**config.mk**
```make
export PLATFORM = sky130hd
export DESIGN_NAME = spc2wb_bridge
export DESIGN_NICKNAME = d
export VERILOG_FILES = /design/src/hdl/bridge_pkg.sv /design/src/hdl/pcx_request_latch.sv /design/src/hdl/irq_tracker.sv /design/src/hdl/cpx_packet_builder.sv /design/src/hdl/bridge_fsm.sv /design/src/hdl/spc2wb_bridge.sv
export SDC_FILE = /design/constraint.sdc
export NUM_CORES = 1
export LEC_CHECK = 0
export ABC_CLOCK_PERIOD_IN_PS = 6500
export BUFFER_PORTS_ARGS = -buffer_cell sky130_fd_sc_hd__buf_4
export CAP_MARGIN = 30
export CORE_AREA = 2 2 250 252
export CTS_BUF_LIST = sky130_fd_sc_hd__clkbuf_4
export DETAILED_ROUTE_END_ITERATION = 8
export DIE_AREA = 0 0 252 254
export GPL_TIMING_DRIVEN = 0
export PLACE_DENSITY = 0.48
export SLEW_MARGIN = 20
export SYNTH_ARGS = -nofsm -noshare
export SYNTH_HDL_FRONTEND = slang
export SYNTH_SLANG_ARGS = --single-unit
```
**constraint.sdc**
```tcl
create_clock -name sys_clock_i -period 6.5 [get_ports sys_clock_i]
set_input_delay 0.65 -clock sys_clock_i [delete_from_list [all_inputs] [get_ports sys_clock_i]]
set_output_delay 0.65 -clock sys_clock_i [all_outputs]
set_load 0.05 [all_outputs]
```
**src/hdl/bridge_pkg.sv**
```systemverilog
// Widths, PCX/CPX field positions and encodings shared by every block of the core to Wishbone bridge
package bridge_pkg;

  // Packet and bus widths
  localparam int pcx_width     = 124;
  localparam int cpx_width     = 145;
  localparam int wb_addr_width = 64;
  localparam int wb_data_width = 64;
  localparam int wb_sel_width  = 8;
  localparam int irq_width     = 6;

  // One-hot target region, bits 0 to 3 are RAM banks
  localparam int region_width = 5;
  localparam logic [region_width-1:0] io_region = 5'b10000;  // I/O block

  // PCX request packet fields
  localparam int pcx_vld_bit = 123;
  localparam int pcx_rq_hi   = 122;
  localparam int pcx_rq_lo   = 118;
  localparam int pcx_r_bit   = 117;  // Read-not-write, or NC for IMISS
  localparam int pcx_th_hi   = 113;
  localparam int pcx_th_lo   = 112;
  localparam int pcx_sz_hi   = 106;
  localparam int pcx_sz_lo   = 104;
  localparam int pcx_ad_hi   = 103;
  localparam int pcx_ad_lo   = 64;
  localparam int pcx_da_hi   = 63;
  localparam int pcx_da_lo   = 0;
  localparam int pcx_ad_top  = pcx_ad_hi - pcx_ad_lo;  // Top index of the 40-bit address

  // Wishbone address build
  localparam int addr_pad_width = 19;                 // Zeros between region and address
  localparam logic [3:0] beat2_offset = 4'b1000;      // Upper doubleword of a quadword

  // Byte select patterns, shifted into place by address
  localparam logic [wb_sel_width-1:0] sel_byte = 8'h01;
  localparam logic [wb_sel_width-1:0] sel_half = 8'h03;
  localparam logic [wb_sel_width-1:0] sel_word = 8'h0f;
  localparam logic [wb_sel_width-1:0] sel_all  = 8'hff;

  // Reset type carried by the wakeup packet
  localparam logic [irq_width-1:0] wakeup_reset_type = 6'b000001;

  typedef enum logic [4:0] {
    LOAD_RQ  = 5'b00000,
    STORE_RQ = 5'b00001,
    IMISS_RQ = 5'b10000
  } pcx_rq_e;

  typedef enum logic [2:0] {
    SZ_1B  = 3'b000,
    SZ_2B  = 3'b001,
    SZ_4B  = 3'b010,
    SZ_8B  = 3'b011,
    SZ_16B = 3'b111
  } pcx_size_e;

  typedef enum logic [3:0] {
    LOAD_RET  = 4'b0000,
    IFILL_RET = 4'b0001,
    ST_ACK    = 4'b0100,
    INT_RET   = 4'b0111
  } cpx_rq_e;

  // Which return packet the builder presents
  typedef enum logic [1:0] {
    PKT_NONE,
    PKT_WAKEUP,
    PKT_INT,
    PKT_DATA
  } pkt_kind_e;

  typedef enum logic [3:0] {
    WAKEUP,
    IDLE,
    REQ_LATCHED,
    PKT_LATCHED,
    ACCESS1_WAIT,
    ACCESS2_ISSUE,
    ACCESS2_WAIT,
    PKT_READY
  } bridge_state_e;

endpackage

```
**src/hdl/pcx_request_latch.sv**
```systemverilog
// Latches the core's target region and PCX packet and decodes them into Wishbone address, selects and write enable
`timescale 1ns/1ps

module pcx_request_latch (
  input  logic                                   sys_clock_i,
  input  logic                                   sys_reset_i,
  input  logic                                   region_latch_i,
  input  logic                                   packet_latch_i,
  input  logic                                   second_beat_i,
  input  logic [bridge_pkg::region_width-1:0]    spc_req_i,
  input  logic [bridge_pkg::pcx_width-1:0]       spc_packetout_i,
  output logic [bridge_pkg::region_width-1:0]    region_o,
  output bridge_pkg::pcx_rq_e                    rq_type_o,
  output bridge_pkg::pcx_size_e                  size_o,
  output logic [1:0]                             thread_o,
  output logic                                   rnw_nc_o,
  output logic                                   addr_bit3_o,
  output logic [bridge_pkg::wb_addr_width-1:0]   wb_addr_o,
  output logic [bridge_pkg::wb_sel_width-1:0]    wb_sel_o,
  output logic                                   wb_we_o,
  output logic [bridge_pkg::wb_data_width-1:0]   wb_wdata_o
);

  logic [bridge_pkg::pcx_width-1:0]  packet_q;  // Request packet, held for the whole access
  logic [bridge_pkg::pcx_ad_top:0]   pcx_addr;  // 40-bit physical address
  logic [bridge_pkg::wb_sel_width-1:0] word_sel;

  always_ff @(posedge sys_clock_i) begin
    if (sys_reset_i) begin
      region_o <= '0;
    end else if (region_latch_i) begin
      region_o <= spc_req_i;  // One-hot target region
    end
  end

  always_ff @(posedge sys_clock_i) begin
    if (packet_latch_i) packet_q <= spc_packetout_i;
  end

  // Field slicing
  assign rq_type_o   = bridge_pkg::pcx_rq_e'(packet_q[bridge_pkg::pcx_rq_hi:bridge_pkg::pcx_rq_lo]);
  assign size_o      = bridge_pkg::pcx_size_e'(packet_q[bridge_pkg::pcx_sz_hi:bridge_pkg::pcx_sz_lo]);
  assign thread_o    = packet_q[bridge_pkg::pcx_th_hi:bridge_pkg::pcx_th_lo];
  assign rnw_nc_o    = packet_q[bridge_pkg::pcx_r_bit];
  assign pcx_addr    = packet_q[bridge_pkg::pcx_ad_hi:bridge_pkg::pcx_ad_lo];
  assign addr_bit3_o = pcx_addr[3];
  assign wb_wdata_o  = packet_q[bridge_pkg::pcx_da_hi:bridge_pkg::pcx_da_lo];

  // Region on top, doubleword aligned
  assign wb_addr_o = second_beat_i ?
    {region_o, {bridge_pkg::addr_pad_width{1'b0}}, pcx_addr[bridge_pkg::pcx_ad_top:4],
     bridge_pkg::beat2_offset} :
    {region_o, {bridge_pkg::addr_pad_width{1'b0}}, pcx_addr[bridge_pkg::pcx_ad_top:3], 3'b000};

  assign word_sel = bridge_pkg::sel_word << {pcx_addr[2], 2'b00};

  always_comb begin
    if (second_beat_i) begin
      wb_sel_o = bridge_pkg::sel_all;  // Second half of a quadword load
    end else if (rq_type_o == bridge_pkg::IMISS_RQ) begin
      wb_sel_o = word_sel;  // I/O fetch is a single 32-bit word
    end else begin
      case (size_o)
        bridge_pkg::SZ_1B:  wb_sel_o = bridge_pkg::sel_byte << pcx_addr[2:0];
        bridge_pkg::SZ_2B:  wb_sel_o = bridge_pkg::sel_half << {pcx_addr[2:1], 1'b0};
        bridge_pkg::SZ_4B:  wb_sel_o = word_sel;
        bridge_pkg::SZ_8B,
        bridge_pkg::SZ_16B: wb_sel_o = bridge_pkg::sel_all;
        default:            wb_sel_o = '0;  // Unsupported size, no lanes
      endcase
    end
  end

  // Fetches never write, invalid packet never writes
  assign wb_we_o = (rq_type_o != bridge_pkg::IMISS_RQ) && packet_q[bridge_pkg::pcx_vld_bit] &&
                   !rnw_nc_o;

endmodule

```
**src/hdl/irq_tracker.sv**
```systemverilog
// Holds the last interrupt vector seen and flags changes that the sequencer forwards to the core
`timescale 1ns/1ps

module irq_tracker (
  input  logic                              sys_clock_i,
  input  logic                              sys_reset_i,
  input  logic                              sample_i,   // Sequencer idle and free
  input  logic                              accept_i,   // INT_RET packet sent
  input  logic [bridge_pkg::irq_width-1:0]  sys_interrupt_source_i,
  output logic                              changed_o,
  output logic                              pending_o,
  output logic [bridge_pkg::irq_width-1:0]  irq_source_o
);

  // Compare only while the sequencer is listening
  assign changed_o = sample_i && (sys_interrupt_source_i != irq_source_o);

  always_ff @(posedge sys_clock_i) begin
    if (sys_reset_i) begin
      irq_source_o <= '0;
      pending_o    <= 1'b0;
    end else if (changed_o) begin
      irq_source_o <= sys_interrupt_source_i;
      // A drop to zero is recorded but never forwarded
      pending_o    <= |sys_interrupt_source_i;
    end else if (accept_i) begin
      pending_o    <= 1'b0;
    end
  end

endmodule

```
**src/hdl/cpx_packet_builder.sv**
```systemverilog
// Captures Wishbone read data and return fields and assembles the data, interrupt and wakeup CPX packets
`timescale 1ns/1ps

module cpx_packet_builder (
  input  logic                                  sys_clock_i,
  input  logic                                  sys_reset_i,
  input  logic                                  beat1_capture_i,
  input  logic                                  beat2_capture_i,
  input  bridge_pkg::pkt_kind_e                 pkt_kind_i,
  input  bridge_pkg::pcx_rq_e                   rq_type_i,
  input  logic [1:0]                            thread_i,
  input  logic                                  rnw_nc_i,
  input  logic [bridge_pkg::region_width-1:0]   region_i,
  input  logic                                  addr_bit3_i,
  input  logic [bridge_pkg::wb_data_width-1:0]  wbm_data_i,
  input  logic [bridge_pkg::irq_width-1:0]      irq_source_i,
  output logic [bridge_pkg::cpx_width-1:0]      spc_packetin_o
);

  bridge_pkg::cpx_rq_e                      ret_type_q;
  logic [1:0]                               thread_q;
  logic                                     nc_q;
  logic [1:0]                               pkt_id_q;
  logic [2*bridge_pkg::wb_data_width-1:0]   data_q;  // 128-bit load payload

  // Interrupt-style layout shared by INT_RET and wakeup
  function automatic logic [bridge_pkg::cpx_width-1:0] int_packet(
    input logic                             reset_not_int,
    input logic [bridge_pkg::irq_width-1:0] src,
    input logic [bridge_pkg::irq_width-1:0] last
  );
    return {1'b1, bridge_pkg::INT_RET, 3'b000, 1'b0, 2'b00, src, 111'b0,
            reset_not_int, 3'b000, 5'b00000, 2'b00, last};
  endfunction

  // Return header fields, taken at the first ack
  always_ff @(posedge sys_clock_i) begin
    if (sys_reset_i) begin
      ret_type_q <= bridge_pkg::LOAD_RET;
      thread_q   <= 2'b00;
      nc_q       <= 1'b0;
      pkt_id_q   <= 2'b00;
    end else if (beat1_capture_i) begin
      case (rq_type_i)
        bridge_pkg::IMISS_RQ: ret_type_q <= bridge_pkg::IFILL_RET;
        bridge_pkg::STORE_RQ: ret_type_q <= bridge_pkg::ST_ACK;
        default:              ret_type_q <= bridge_pkg::LOAD_RET;
      endcase
      thread_q <= thread_i;
      nc_q     <= rnw_nc_i;
      pkt_id_q <= (region_i == bridge_pkg::io_region) ? 2'b01 : 2'b00;
    end
  end

  // Doubleword lands in the half picked by address bit 3
  always_ff @(posedge sys_clock_i) begin
    if (beat1_capture_i) begin
      data_q <= addr_bit3_i ? {{bridge_pkg::wb_data_width{1'b0}}, wbm_data_i}
                            : {wbm_data_i, {bridge_pkg::wb_data_width{1'b0}}};
    end else if (beat2_capture_i) begin
      data_q[bridge_pkg::wb_data_width-1:0] <= wbm_data_i;  // Lower half of a quadword
    end
  end

  always_comb begin
    case (pkt_kind_i)
      bridge_pkg::PKT_DATA:
        spc_packetin_o = {1'b1, ret_type_q, 3'b000, nc_q, thread_q, 2'b00, pkt_id_q, 2'b00,
                          data_q};
      bridge_pkg::PKT_INT:    spc_packetin_o = int_packet(1'b0, irq_source_i, irq_source_i);
      bridge_pkg::PKT_WAKEUP: spc_packetin_o = int_packet(1'b1, '0, bridge_pkg::wakeup_reset_type);
      default:                spc_packetin_o = '0;
    endcase
  end

endmodule

```
**src/hdl/bridge_fsm.sv**
```systemverilog
// Bridge sequencer that drives the core handshake, the Wishbone master outputs and the packet strobes
`timescale 1ns/1ps

module bridge_fsm (
  input  logic                                  sys_clock_i,
  input  logic                                  sys_reset_i,
  input  logic [bridge_pkg::region_width-1:0]   spc_req_i,
  input  bridge_pkg::pcx_rq_e                   rq_type_i,
  input  bridge_pkg::pcx_size_e                 size_i,
  input  logic [bridge_pkg::region_width-1:0]   region_i,
  input  logic [bridge_pkg::wb_addr_width-1:0]  wb_addr_i,
  input  logic [bridge_pkg::wb_sel_width-1:0]   wb_sel_i,
  input  logic                                  wb_we_i,
  input  logic [bridge_pkg::wb_data_width-1:0]  wb_wdata_i,
  input  logic                                  wbm_ack_i,
  input  logic                                  irq_changed_i,
  input  logic                                  irq_pending_i,
  output logic [bridge_pkg::region_width-1:0]   spc_grant_o,
  output logic                                  spc_stallreq_o,
  output logic                                  spc_ready_o,
  output logic                                  region_latch_o,
  output logic                                  packet_latch_o,
  output logic                                  second_beat_o,
  output logic                                  beat1_capture_o,
  output logic                                  beat2_capture_o,
  output bridge_pkg::pkt_kind_e                 pkt_kind_o,
  output logic                                  irq_sample_o,
  output logic                                  irq_accept_o,
  output logic                                  wbm_cycle_o,
  output logic                                  wbm_strobe_o,
  output logic                                  wbm_we_o,
  output logic [bridge_pkg::wb_addr_width-1:0]  wbm_addr_o,
  output logic [bridge_pkg::wb_data_width-1:0]  wbm_data_o,
  output logic [bridge_pkg::wb_sel_width-1:0]   wbm_sel_o
);

  bridge_pkg::bridge_state_e state_q;
  logic req_any;     // Any region requested
  logic need_beat2;  // Quadword load takes two reads

  assign req_any    = |spc_req_i;
  assign need_beat2 = (rq_type_i == bridge_pkg::LOAD_RQ) && (size_i == bridge_pkg::SZ_16B);

  // Strobes to the datapath blocks
  assign region_latch_o  = (state_q == bridge_pkg::IDLE) && req_any;
  assign packet_latch_o  = (state_q == bridge_pkg::REQ_LATCHED);
  assign second_beat_o   = (state_q == bridge_pkg::ACCESS2_ISSUE);
  assign beat1_capture_o = (state_q == bridge_pkg::ACCESS1_WAIT) && wbm_ack_i;
  assign beat2_capture_o = (state_q == bridge_pkg::ACCESS2_WAIT) && wbm_ack_i;
  assign irq_sample_o    = (state_q == bridge_pkg::IDLE) && !req_any;  // Requests win
  assign irq_accept_o    = irq_sample_o && !irq_changed_i && irq_pending_i;

  always_ff @(posedge sys_clock_i) begin
    if (sys_reset_i) begin
      state_q        <= bridge_pkg::WAKEUP;
      spc_grant_o    <= '0;
      spc_stallreq_o <= 1'b0;
      spc_ready_o    <= 1'b0;
      pkt_kind_o     <= bridge_pkg::PKT_NONE;
      wbm_cycle_o    <= 1'b0;
      wbm_strobe_o   <= 1'b0;
      wbm_we_o       <= 1'b0;
      wbm_addr_o     <= '0;
      wbm_data_o     <= '0;
      wbm_sel_o      <= '0;
    end else begin
      spc_ready_o <= 1'b0;  // Ready is a single-cycle pulse
      pkt_kind_o  <= bridge_pkg::PKT_NONE;

      // Whole bus drops at the ack edge
      if (wbm_strobe_o && wbm_ack_i) begin
        wbm_cycle_o  <= 1'b0;
        wbm_strobe_o <= 1'b0;
        wbm_we_o     <= 1'b0;
        wbm_addr_o   <= '0;
        wbm_data_o   <= '0;
        wbm_sel_o    <= '0;
      end

      case (state_q)
        bridge_pkg::WAKEUP: begin
          spc_ready_o <= 1'b1;
          pkt_kind_o  <= bridge_pkg::PKT_WAKEUP;
          state_q     <= bridge_pkg::IDLE;
        end
        bridge_pkg::IDLE: begin
          if (req_any) begin
            spc_stallreq_o <= 1'b1;  // Region latched this edge
            state_q        <= bridge_pkg::REQ_LATCHED;
          end else if (irq_changed_i) begin
            spc_stallreq_o <= 1'b1;  // New vector stored, packet next cycle
          end else if (irq_pending_i) begin
            spc_stallreq_o <= 1'b1;
            spc_ready_o    <= 1'b1;
            pkt_kind_o     <= bridge_pkg::PKT_INT;
          end else begin
            spc_stallreq_o <= 1'b0;  // Nothing to do
          end
        end
        bridge_pkg::REQ_LATCHED: begin
          spc_grant_o <= region_i;  // Packet taken this edge
          state_q     <= bridge_pkg::PKT_LATCHED;
        end
        bridge_pkg::PKT_LATCHED, bridge_pkg::ACCESS2_ISSUE: begin
          spc_grant_o  <= '0;
          wbm_cycle_o  <= 1'b1;
          wbm_strobe_o <= 1'b1;
          wbm_we_o     <= wb_we_i;
          wbm_addr_o   <= wb_addr_i;
          wbm_data_o   <= wb_we_i ? wb_wdata_i : '0;  // Idle data on reads
          wbm_sel_o    <= wb_sel_i;
          state_q      <= (state_q == bridge_pkg::PKT_LATCHED) ? bridge_pkg::ACCESS1_WAIT
                                                               : bridge_pkg::ACCESS2_WAIT;
        end
        bridge_pkg::ACCESS1_WAIT: begin
          if (wbm_ack_i) begin
            state_q <= need_beat2 ? bridge_pkg::ACCESS2_ISSUE : bridge_pkg::PKT_READY;
          end
        end
        bridge_pkg::ACCESS2_WAIT: begin
          if (wbm_ack_i) state_q <= bridge_pkg::PKT_READY;
        end
        bridge_pkg::PKT_READY: begin
          spc_ready_o <= 1'b1;
          pkt_kind_o  <= bridge_pkg::PKT_DATA;
          state_q     <= bridge_pkg::IDLE;
        end
        default: state_q <= bridge_pkg::IDLE;
      endcase
    end
  end

endmodule

```
**src/hdl/spc2wb_bridge.sv**
```systemverilog
// Top level of the OpenSPARC T1 PCX/CPX to 64-bit Wishbone master bridge, wiring the four blocks
`timescale 1ns/1ps

module spc2wb_bridge (
  input  logic                                  sys_clock_i,
  input  logic                                  sys_reset_i,
  input  logic [bridge_pkg::irq_width-1:0]      sys_interrupt_source_i,
  input  logic [bridge_pkg::region_width-1:0]   spc_req_i,
  input  logic [bridge_pkg::pcx_width-1:0]      spc_packetout_i,
  output logic [bridge_pkg::region_width-1:0]   spc_grant_o,
  output logic                                  spc_stallreq_o,
  output logic                                  spc_ready_o,
  output logic [bridge_pkg::cpx_width-1:0]      spc_packetin_o,
  output logic                                  wbm_cycle_o,
  output logic                                  wbm_strobe_o,
  output logic                                  wbm_we_o,
  output logic [bridge_pkg::wb_addr_width-1:0]  wbm_addr_o,
  output logic [bridge_pkg::wb_data_width-1:0]  wbm_data_o,
  output logic [bridge_pkg::wb_sel_width-1:0]   wbm_sel_o,
  input  logic                                  wbm_ack_i,
  input  logic [bridge_pkg::wb_data_width-1:0]  wbm_data_i
);

  // Sequencer strobes
  logic region_latch, packet_latch, second_beat;
  logic beat1_capture, beat2_capture;
  logic irq_sample, irq_accept;
  bridge_pkg::pkt_kind_e pkt_kind;

  // Decoded request
  logic [bridge_pkg::region_width-1:0]   region;
  bridge_pkg::pcx_rq_e                   rq_type;
  bridge_pkg::pcx_size_e                 size;
  logic [1:0]                            thread;
  logic                                  rnw_nc, addr_bit3, wb_we;
  logic [bridge_pkg::wb_addr_width-1:0]  wb_addr;
  logic [bridge_pkg::wb_sel_width-1:0]   wb_sel;
  logic [bridge_pkg::wb_data_width-1:0]  wb_wdata;

  // Interrupt state
  logic irq_changed, irq_pending;
  logic [bridge_pkg::irq_width-1:0] irq_source;

  pcx_request_latch u_latch (
    .sys_clock_i, .sys_reset_i,
    .region_latch_i(region_latch), .packet_latch_i(packet_latch), .second_beat_i(second_beat),
    .spc_req_i, .spc_packetout_i,
    .region_o(region), .rq_type_o(rq_type), .size_o(size), .thread_o(thread),
    .rnw_nc_o(rnw_nc), .addr_bit3_o(addr_bit3),
    .wb_addr_o(wb_addr), .wb_sel_o(wb_sel), .wb_we_o(wb_we), .wb_wdata_o(wb_wdata)
  );

  irq_tracker u_irq (
    .sys_clock_i, .sys_reset_i,
    .sample_i(irq_sample), .accept_i(irq_accept), .sys_interrupt_source_i,
    .changed_o(irq_changed), .pending_o(irq_pending), .irq_source_o(irq_source)
  );

  cpx_packet_builder u_builder (
    .sys_clock_i, .sys_reset_i,
    .beat1_capture_i(beat1_capture), .beat2_capture_i(beat2_capture), .pkt_kind_i(pkt_kind),
    .rq_type_i(rq_type), .thread_i(thread), .rnw_nc_i(rnw_nc), .region_i(region),
    .addr_bit3_i(addr_bit3), .wbm_data_i, .irq_source_i(irq_source),
    .spc_packetin_o
  );

  bridge_fsm u_fsm (
    .sys_clock_i, .sys_reset_i, .spc_req_i,
    .rq_type_i(rq_type), .size_i(size), .region_i(region),
    .wb_addr_i(wb_addr), .wb_sel_i(wb_sel), .wb_we_i(wb_we), .wb_wdata_i(wb_wdata),
    .wbm_ack_i, .irq_changed_i(irq_changed), .irq_pending_i(irq_pending),
    .spc_grant_o, .spc_stallreq_o, .spc_ready_o,
    .region_latch_o(region_latch), .packet_latch_o(packet_latch), .second_beat_o(second_beat),
    .beat1_capture_o(beat1_capture), .beat2_capture_o(beat2_capture), .pkt_kind_o(pkt_kind),
    .irq_sample_o(irq_sample), .irq_accept_o(irq_accept),
    .wbm_cycle_o, .wbm_strobe_o, .wbm_we_o, .wbm_addr_o, .wbm_data_o, .wbm_sel_o
  );

endmodule

```
==> flow_summary.json, run 1 <==
{
  "core_area_um2": 61300,
  "worst_setup_path_start_kind": "flop",
  "fin_skew_ns": 0.0423,
  "wl_per_cell_um": 18.1,
  "avgSynthCellArea_um2": 13.5,
  "layout-drive-gt1-share_pct": 36.6,
  "arrival_ns": 3.25,
  "place_area_um2": 19200,
  "grt_max_degree": 74,
  "cellPowerDensity_nw_per_um2": 256,
  "synth_top_area_cell": "edfxtp_1",
  "maxCapViolations": 0,
  "cts_tree": "done",
  "cp.required_ns": 5.85,
  "setup_violations": 0,
  "mostFrequentLayoutCells": "buf_4 (487), edfxtp_1 (244), clkbuf_4 (170), dlygate4sd3_1 (167), dfxtp_1 (146)",
  "path_max_fanout": 10,
  "fmax_ghz": 0.257,
  "ant_nets": 0,
  "max_slew_margin_pct": 40.0,
  "period_share_pct": 60.0,
  "place_hpwl_um": 35700,
  "stdcell_area_um2": 22400,
  "rows": 91,
  "rsz0062_at_grt": "no",
  "post_cts.repair.setup_buffers": 0,
  "clock_latency_ns": 0.85,
  "finalSetupTns_ns": 0,
  "clock_sinks": 390,
  "layout_commonest_cell": "buf_4",
  "h-tree-depth": 3,
  "track_usage_pct": 14.9,
  "hold_violations": 0,
  "antenna_found_initial": 4,
  "numPortBuffers": 458,
  "io_pins": 493,
  "grt_pass1_wl_um": 71700,
  "whs_ns": 0.143,
  "r2r-start": "u_fsm.state_q[0]",
  "ys_ff_latch": 390,
  "grtUsageMet2_pct": 24.7,
  "r2r_end": "u_builder.data_q[12]",
  "fp.dieW_um": 252,
  "drc": 0,
  "grt-busiest-layer": "met2",
  "synth_area_leaders": "edfxtp_1 (50%), dfxtp_1 (20%), nor2b_1 (5.8%)",
  "use_met3_pct": 5.56,
  "firstDrtPassIters": 4,
  "synth_top_flop_cell": "edfxtp_1",
  "status": "finished clean",
  "syn_area_um2": 14600,
  "gp_congestion": 0.789,
  "grt_pass1_vias": 11749,
  "ir_drop_uv": 138,
  "total_leakage_power_uw": 0.00929,
  "r2r_slack_ns": 3.42,
  "min_from": "wbm_data_i[45]",
  "netlist_instances": 1082,
  "die-area_um2": 64000,
  "cts_max_path_buffers": 3,
  "crit_type": "flop to output port",
  "critPathCaptureType": "output port",
  "async_reset_ff_share_pct": 0,
  "cts_made_buffers": 108,
  "grt_overflow": 0,
  "min_to": "u_builder.data_q[45]",
  "start_util_pct": 23.9,
  "vias": 11244,
  "cts.reportedPaths.clkPinSlew_ns": 0.06,
  "layout.nets": 2051,
  "slew_violations": 0,
  "grt.met1_usage_pct": 17.7,
  "hold_depth": 2,
  "drt_iter0_markers": 417,
  "hold_class": "input pin to flop",
  "reg2reg_depth": 5,
  "syn_to_final_growth_pct": 52.9,
  "min_period_ns": 3.90,
  "synth_top_area_share_pct": 50.1,
  "viasPerCell": 4.12,
  "worst-slew-pin-transition_ns": 0.897,
  "die_h_um": 254,
  "wl_um": 49500,
  "ys_types": 52,
  "cts-root-buf": "clkbuf_4",
  "yosysWarnings": 0,
  "synth_edf_count": 244,
  "ys_seq_area_share_pct": 70.1
}
## logic make-up (layout without fill, tap and decap cells)
group	after synthesis	in the layout	synth area share [%]
multiplexers	7	7	0.479
XOR/XNOR	8	8	0.479
AND/OR/NAND/NOR	397	397	15.5
flip-flops	390	390	70.1
other	1	29	0.0257
adder cells (fa/ha/maj)	4	4	0.342
AO/OA/AOI/OAI	169	169	9.06
buffers and inverters	106	937	3.96
## registers in the layout (all words and copies together), names as in the netlist, 3 cells and up
name,flops
u_fsm.wbm_data_o,64
u_latch.packet_q,116
u_fsm.wbm_sel_o,8
u_irq.irq_source_o,6
u_fsm.wbm_addr_o,42
u_builder.data_q,128
u_fsm.state_q,3
u_fsm.spc_grant_o,5
u_latch.region_o,5
## stage by stage
step / instances / setup slack [ns] / power (uW) / utilization, %
floorplan: 1107 / 1.88 / 3150 / -
global placement: 2355 / -1.57 / 3390 / 31.2
detailed placement: 2358 / 2.98 / 3400 / 31.4
CTS: 2728 / 2.35 / 5840 / 36.5
global route: 2730 / 2.27 / 6020 / 36.5
finish: 2731 / 2.60 / 5730 / 36.5
## synthesized netlist by cell type (8+ instances only)
cell type and number:
edfxtp_1 244, dfxtp_1 146, nor2b_1 135, and2_1 130
nor2_1 65, a22o_1 64, a22oi_1 45, clkbuf_1 43
buf_4 29, nand2_1 28, a21oi_1 22, buf_2 16
inv_1 10, nand2b_1 8, xor2_1 8
## how the worst max path moves through the flow
stage | end | start | slack, ns
floorplan | u_builder.data_q[100] | wbm_ack_i | 1.88
detailed placement | u_builder.data_q[12] | wbm_ack_i | 2.98
CTS | spc_packetin_o[36] | u_fsm.pkt_kind_o[1] | 2.35
global route | spc_packetin_o[36] | u_fsm.pkt_kind_o[1] | 2.27
finish | spc_packetin_o[77] | u_fsm.pkt_kind_o[1] | 2.60
global placement | u_builder.thread_q[1] | wbm_ack_i | -1.57
## timing repair
item / in CTS / in global routing
hold buffers: 167 / 0
hold endpoints to repair: 193 / 0
gates resized for setup: 0 / 0
## critical path: stages, from the launching register on
cell      delay [ns]
dfxtp_1         0.40
ha_1            0.17
clkbuf_1        0.35
clkbuf_1        0.38
clkbuf_1        0.62
and2_1          0.28
buf_4           0.22
## layer usage
metal | up-vias | share of wire (%) | wire [um]
met5 | - | 0.024 | 12
met4 | 2 | 1.9 | 960
met3 | 65 | 8.8 | 4350
met2 | 461 | 48 | 23600
met1 | 5303 | 41 | 20500
li1 | 5413 | - | -
## final cells by class
cell class | count | area [um2]
Clock inverter | 33 | 176
Inverter | 11 | 48.8
Clock buffer | 170 | 1280
Tap cell | 790 | 988
Antenna cell | 3 | 7.51
Timing Repair Buffer | 628 | 5180
Multi-Input combinational cell | 611 | 3890
Buffer | 95 | 538
Fill cell | 6119 | 38900
Sequential cell | 390 | 10200
## power breakdown
group / switching [uW] / total [uW] / internal, uW
sequential: 40.9 / 2780 / 2730
combinational: 372 / 645 / 273
clock: 1100 / 2310 / 1210
Power figures use the tool's default switching activity.
==> run 2, diff against run 1 <==
- ABC_CLOCK_PERIOD_IN_PS: 6500 -> 4050
- clock period: 6.5 -> 4.05 ns (I/O delays scaled with it)
==> flow_summary.json, run 2 (same netlist as run 1, synthesis figures left out) <==
{
  "layout-drive-gt1-share_pct": 35.6,
  "cts.reportedPaths.clkPinSlew_ns": 0.06,
  "wl_per_cell_um": 18.0,
  "io_pins": 493,
  "grt_max_degree": 98,
  "mostFrequentLayoutCells": "buf_4 (487), edfxtp_1 (244), dlygate4sd3_1 (195), clkbuf_4 (159), dfxtp_1 (146)",
  "ir_drop_uv": 236,
  "fillCellCount": 6136,
  "reg2reg_depth": 5,
  "cp_common_cell": "clkbuf_1",
  "largest_register": "u_builder.data_q",
  "grt_pass1_wl_um": 72900,
  "path_max_fanout": 10,
  "syn_to_final_growth_pct": 54.9,
  "fin_skew_ns": 0.0723,
  "critPathCaptureType": "output port",
  "worst-slew-pin-transition_ns": 0.872,
  "finalSetupTns_ns": 0,
  "ant_nets": 0,
  "maxCapViolations": 0,
  "p_int_uw": 6680,
  "fmax_ghz": 0.272,
  "cts_made_buffers": 106,
  "path_cells": "ha_1 -> clkbuf_1 -> clkbuf_1 -> clkbuf_1 -> and2_1 -> buf_4",
  "rsz0062_at_grt": "no",
  "placedCellCount": 2360,
  "firstDrtPassIters": 5,
  "max_stage_delay_ns": 0.58,
  "final_cells": 2759,
  "place_hpwl_um": 35700,
  "die_h_um": 254,
  "cts_tree": "done",
  "period_share_pct": 90.9,
  "status": "finished clean",
  "p_total_uw": 9120,
  "drc": 0,
  "worst_setup_path_start_kind": "flop",
  "grt_overflow": 0,
  "start_util_pct": 23.9,
  "arrival_ns": 3.28,
  "layout.nets": 2080,
  "largest_register_ffs": 128,
  "clockPowerShare_pct": 39.5,
  "total_leakage_power_uw": 0.00939,
  "slew_violations": 0,
  "post_cts.repair.setup_buffers": 0,
  "clock_latency_ns": 0.87,
  "cp_num_cells": 6,
  "p_comb_share_pct": 11.7,
  "max_slew_margin_pct": 41.7,
  "p_seq_share_pct": 48.8,
  "hold_violations": 0,
  "core_area_um2": 61300,
  "sw_frac_of_total_pct": 26.8,
  "rows": 91,
  "critPathTopFamily": "buffers and inverters",
  "gp_congestion": 0.802,
  "clock_sinks": 390,
  "wl_um": 49700,
  "cp.required_ns": 3.64,
  "critPathBufInv": 4,
  "fp.dieW_um": 252,
  "critical-path-slowest-cell": "clkbuf_1",
  "stdcell_area_um2": 22600,
  "antenna_found_initial": 8,
  "vias": 11439,
  "top_regs": "u_builder.data_q x128, u_latch.packet_q x116, u_fsm.wbm_data_o x64",
  "setup_violations": 0,
  "cellPowerDensity_nw_per_um2": 403,
  "whs_ns": 0.187,
  "numPortBuffers": 458,
  "crit_type": "flop to output port",
  "hold_depth": 3,
  "cts-root-buf": "clkbuf_4",
  "layout_commonest_cell": "buf_4",
  "viasPerCell": 4.15,
  "track_usage_pct": 15.1,
  "place_area_um2": 19300,
  "hold_class": "input pin to flop",
  "drt_iter0_markers": 415,
  "h-tree-depth": 3,
  "cts_max_path_buffers": 3,
  "p_switching_uw": 2450,
  "die-area_um2": 64000,
  "min_period_ns": 3.68,
  "grt_pass1_vias": 12159
}
==> run 2: cell count changes in the layout (fill, tap and decap cells not counted), sizes merged <==
cell / delta
clkbuf: -11
inv: -3
clkinvlp: +1
buf: +3
diode: +1
clkinv: +9
dlygate4sd3: +28
==> run 2: worst min-delay path, stage by stage <==
cell	delay, ns
buf_4	0.11
a211oi_4	0.10
a221o_1	0.35
==> run 2: stage by stage <==
| step | utilization, % | setup slack, ns |
|---|---|---|
| 4_1_cts | 36.9 | 0.0290 |
| 5_1_grt | 37.0 | 0.0267 |
| 3_3_place_gp | 31.3 | -2.83 |
| 2_1_floorplan | - | 0.206 |
| 3_5_place_dp | 31.5 | 0.444 |
| 6_report | 37.0 | 0.368 |
==> run 2: layout make-up <==
cell class,instances,area [um2],share of cell area [%]
flip-flops and latches,390,10200,45.3
repair buffers,659,5520,24.4
multi-input cells,611,3890,17.2
clock buffers,159,1190,5.27
well taps,790,988,4.36
plain buffers,95,541,2.39
clock inverters,40,209,0.923
inverters,11,52.6,0.232
diodes,4,10.0,0.0442
==> run 2: layer usage <==
metal  track usage, %  vias to the layer above  wire length (um)
met4             6.15                        2              1300
met2             25.2                      492             23800
met1             17.2                     5385             20000
li1                 -                     5463                 -
met5                0                        -                11
met3             5.92                       97              4590
==> run 2: worst paths after layout <==
path / start / to / slack (ns)
min reg2reg: u_latch.packet_q[35] / u_fsm.wbm_data_o[35] / 0.40
max reg2reg: u_fsm.state_q[0] / u_builder.data_q[11] / 0.68
min: sys_reset_i / u_fsm.wbm_sel_o[7] / 0.19
max: u_fsm.pkt_kind_o[1] / spc_packetin_o[98] / 0.37
==> run 2: repair_timing <==
item,in CTS,in global routing
resized for setup,0,5
hold buffers,195,0
endpoints found under the hold margin,260,0
setup endpoints to repair,0,13
==> run 2: power groups by stage <==
stage | clock [uW] | sequential, uW | combinational (uW)
after floorplan | 0 | 4670 | 387
after global placement | 0 | 4550 | 890
after detailed placement | 0 | 4540 | 913
after CTS | 3750 | 4450 | 1080
after global routing | 3950 | 4470 | 1140
final | 3600 | 4450 | 1070
==> run 3, diff against run 2 <==
- REMOVE_ABC_BUFFERS: not set -> 1
==> flow_summary.json, run 3 (same netlist as run 1, synthesis figures left out) <==
{
  "critical-path-slowest-cell": "and3b_4",
  "post_cts.repair.setup_buffers": 0,
  "wl_per_cell_um": 16.4,
  "syn_to_final_growth_pct": 53.6,
  "min_from": "sys_reset_i",
  "viasPerCell": 4.11,
  "r2r-start": "u_fsm.state_q[2]",
  "post-place-ws_ns": 0.771,
  "max_slew_margin_pct": 42.0,
  "drc": 0,
  "use_met3_pct": 5.55,
  "p_seq_share_pct": 49.1,
  "ir_drop_uv": 233,
  "path_cells": "and3b_4 -> nand2_1 -> nor2_4 -> buf_16 -> buf_12 -> nor2b_1",
  "max_stage_delay_ns": 0.65,
  "min_period_ns": 3.23,
  "r2r_slack_ns": 0.82,
  "clockPowerShare_pct": 39.6,
  "crit_type": "flop to flop",
  "total_leakage_power_uw": 0.00922,
  "multi_input_area_um2": 3920,
  "clock_sinks": 390,
  "grt_max_degree": 86,
  "hold_depth": 2,
  "io_pins": 493,
  "grt_overflow": 0,
  "cts.reportedPaths.clkPinSlew_ns": 0.07,
  "reg2reg_depth": 6,
  "numPortBuffers": 458,
  "rsz0062_at_grt": "no",
  "vias": 11033,
  "top_regs": "u_builder.data_q x128, u_latch.packet_q x116, u_fsm.wbm_data_o x64",
  "track_usage_pct": 13.2,
  "cellPowerDensity_nw_per_um2": 405,
  "drt_iter0_markers": 443,
  "whs_ns": 0.147,
  "arrival_ns": 3.72,
  "cts_max_path_buffers": 3,
  "wl_um": 44000,
  "start_util_pct": 23.9,
  "gp_congestion": 0.737,
  "critPathCaptureType": "flop",
  "fillCellCount": 6084,
  "core_area_um2": 61300,
  "p_switching_uw": 2350,
  "clock_latency_ns": 0.82,
  "layout.nets": 2013,
  "largest_register": "u_builder.data_q",
  "antenna_found_initial": 4,
  "die-area_um2": 64000,
  "hold_violations": 0,
  "slew_violations": 0,
  "cts_tree": "done",
  "sw_frac_of_total_pct": 25.8,
  "h-tree-depth": 3,
  "p_total_uw": 9090,
  "worst-slew-pin-transition_ns": 0.871,
  "maxCapViolations": 0,
  "period_share_pct": 79.7,
  "p_comb_share_pct": 11.3,
  "ant_nets": 0,
  "grt_pass1_vias": 11398,
  "cp.required_ns": 4.54,
  "path_max_fanout": 28,
  "fin_skew_ns": 0.0792,
  "rows": 91,
  "grt_pass1_wl_um": 65300,
  "min_to": "u_fsm.wbm_addr_o[12]",
  "fmax_ghz": 0.310,
  "critPathBufInv": 2,
  "grt-busiest-layer": "met2",
  "status": "finished clean",
  "hold_class": "input pin to flop",
  "critPathTopFamily": "simple AND/OR/NAND/NOR gates",
  "grt.met1_usage_pct": 15.4,
  "cts_made_buffers": 107,
  "layout_commonest_cell": "buf_4",
  "p_int_uw": 6750,
  "grtUsageMet2_pct": 21.5,
  "setup_violations": 0,
  "largest_register_ffs": 128,
  "fp.dieW_um": 252,
  "seq_area_um2": 10200,
  "cts-root-buf": "clkbuf_4",
  "r2r_end": "u_builder.data_q[18]",
  "place_hpwl_um": 30100,
  "mostFrequentLayoutCells": "buf_4 (464), edfxtp_1 (244), dlygate4sd3_1 (198), clkbuf_4 (164), dfxtp_1 (146)",
  "worst_setup_path_start_kind": "flop",
  "die_h_um": 254,
  "firstDrtPassIters": 4,
  "setup_slack_ns": 0.821,
  "layout-drive-gt1-share_pct": 35.8
}
==> run 3: changes by cell type in the layout (fill, tap and decap cells not counted), sizes merged <==
cell / before / now
diode: 4 / 1
clkbuf: 202 / 164
dlygate4sd3: 195 / 198
buf: 516 / 488
bufinv: 0 / 1
clkinvlp: 1 / 4
clkinv: 37 / 24
==> run 3: metrics by stage <==
step | setup TNS (ns) | instances | util (%) | instance area (um2)
after global routing | 0 | 2684 | 36.6 | 22400
after global placement | -1036.28 | 2260 | 30.4 | 18600
final | 0 | 2684 | 36.6 | 22400
after CTS | 0 | 2683 | 36.6 | 22400
after detailed placement | 0 | 2290 | 31.1 | 19100
after floorplan | -191.62 | 1012 | - | 14200
==> run 3: worst max-delay path by stage <==
stage,depth (start not counted),start,endpoint
after global placement,5,sys_reset_i,u_fsm.wbm_data_o[24]
after CTS,6,u_fsm.state_q[2],u_builder.data_q[18]
final,6,u_fsm.state_q[2],u_builder.data_q[18]
after detailed placement,6,u_fsm.state_q[2],u_builder.data_q[18]
after global routing,6,u_fsm.state_q[2],u_builder.data_q[18]
after floorplan,4,u_fsm.state_q[2],u_fsm.wbm_data_o[0]
==> run 3: repair_timing <==
item,CTS,global route
hold endpoints to repair,264,0
hold buffers,198,0
gates resized for setup,0,0
==> run 3: layout make-up <==
class / instances / share of cell area (%)
Inverter: 11 / 0.229
Sequential cell: 390 / 45.7
Clock buffer: 164 / 5.48
Multi-Input combinational cell: 611 / 17.5
Antenna cell: 1 / 0.0111
Tap cell: 790 / 4.40
Clock inverter: 31 / 0.780
Timing Repair Buffer: 686 / 26.0
==> run 3: worst register-to-register path, stage by stage, from the launching register on <==
cell     delay [ns]
dfxtp_1        0.58
and3b_4        0.65
nand2_1        0.44
nor2_4         0.65
buf_16         0.25
buf_12         0.21
nor2b_1        0.11
==> run 3: per-layer routing <==
| metal | wire length, um | vias up | share of wire (%) |
|---|---|---|---|
| li1 | - | 5314 | - |
| met1 | 17800 | 5194 | 41 |
| met2 | 20900 | 435 | 48 |
| met3 | 4210 | 84 | 9.6 |
| met4 | 966 | 6 | 2.2 |
| met5 | 35 | - | 0.080 |
==> run 3: power groups by stage <==
stage | Sequential, uW | Clock (uW) | Combinational [uW]
4_1_cts | 4460 | 3760 | 1040
2_1_floorplan | 4680 | 0 | 317
5_1_grt | 4480 | 3960 | 1100
3_5_place_dp | 4550 | 0 | 879
6_report | 4460 | 3600 | 1030
3_3_place_gp | 4570 | 0 | 813
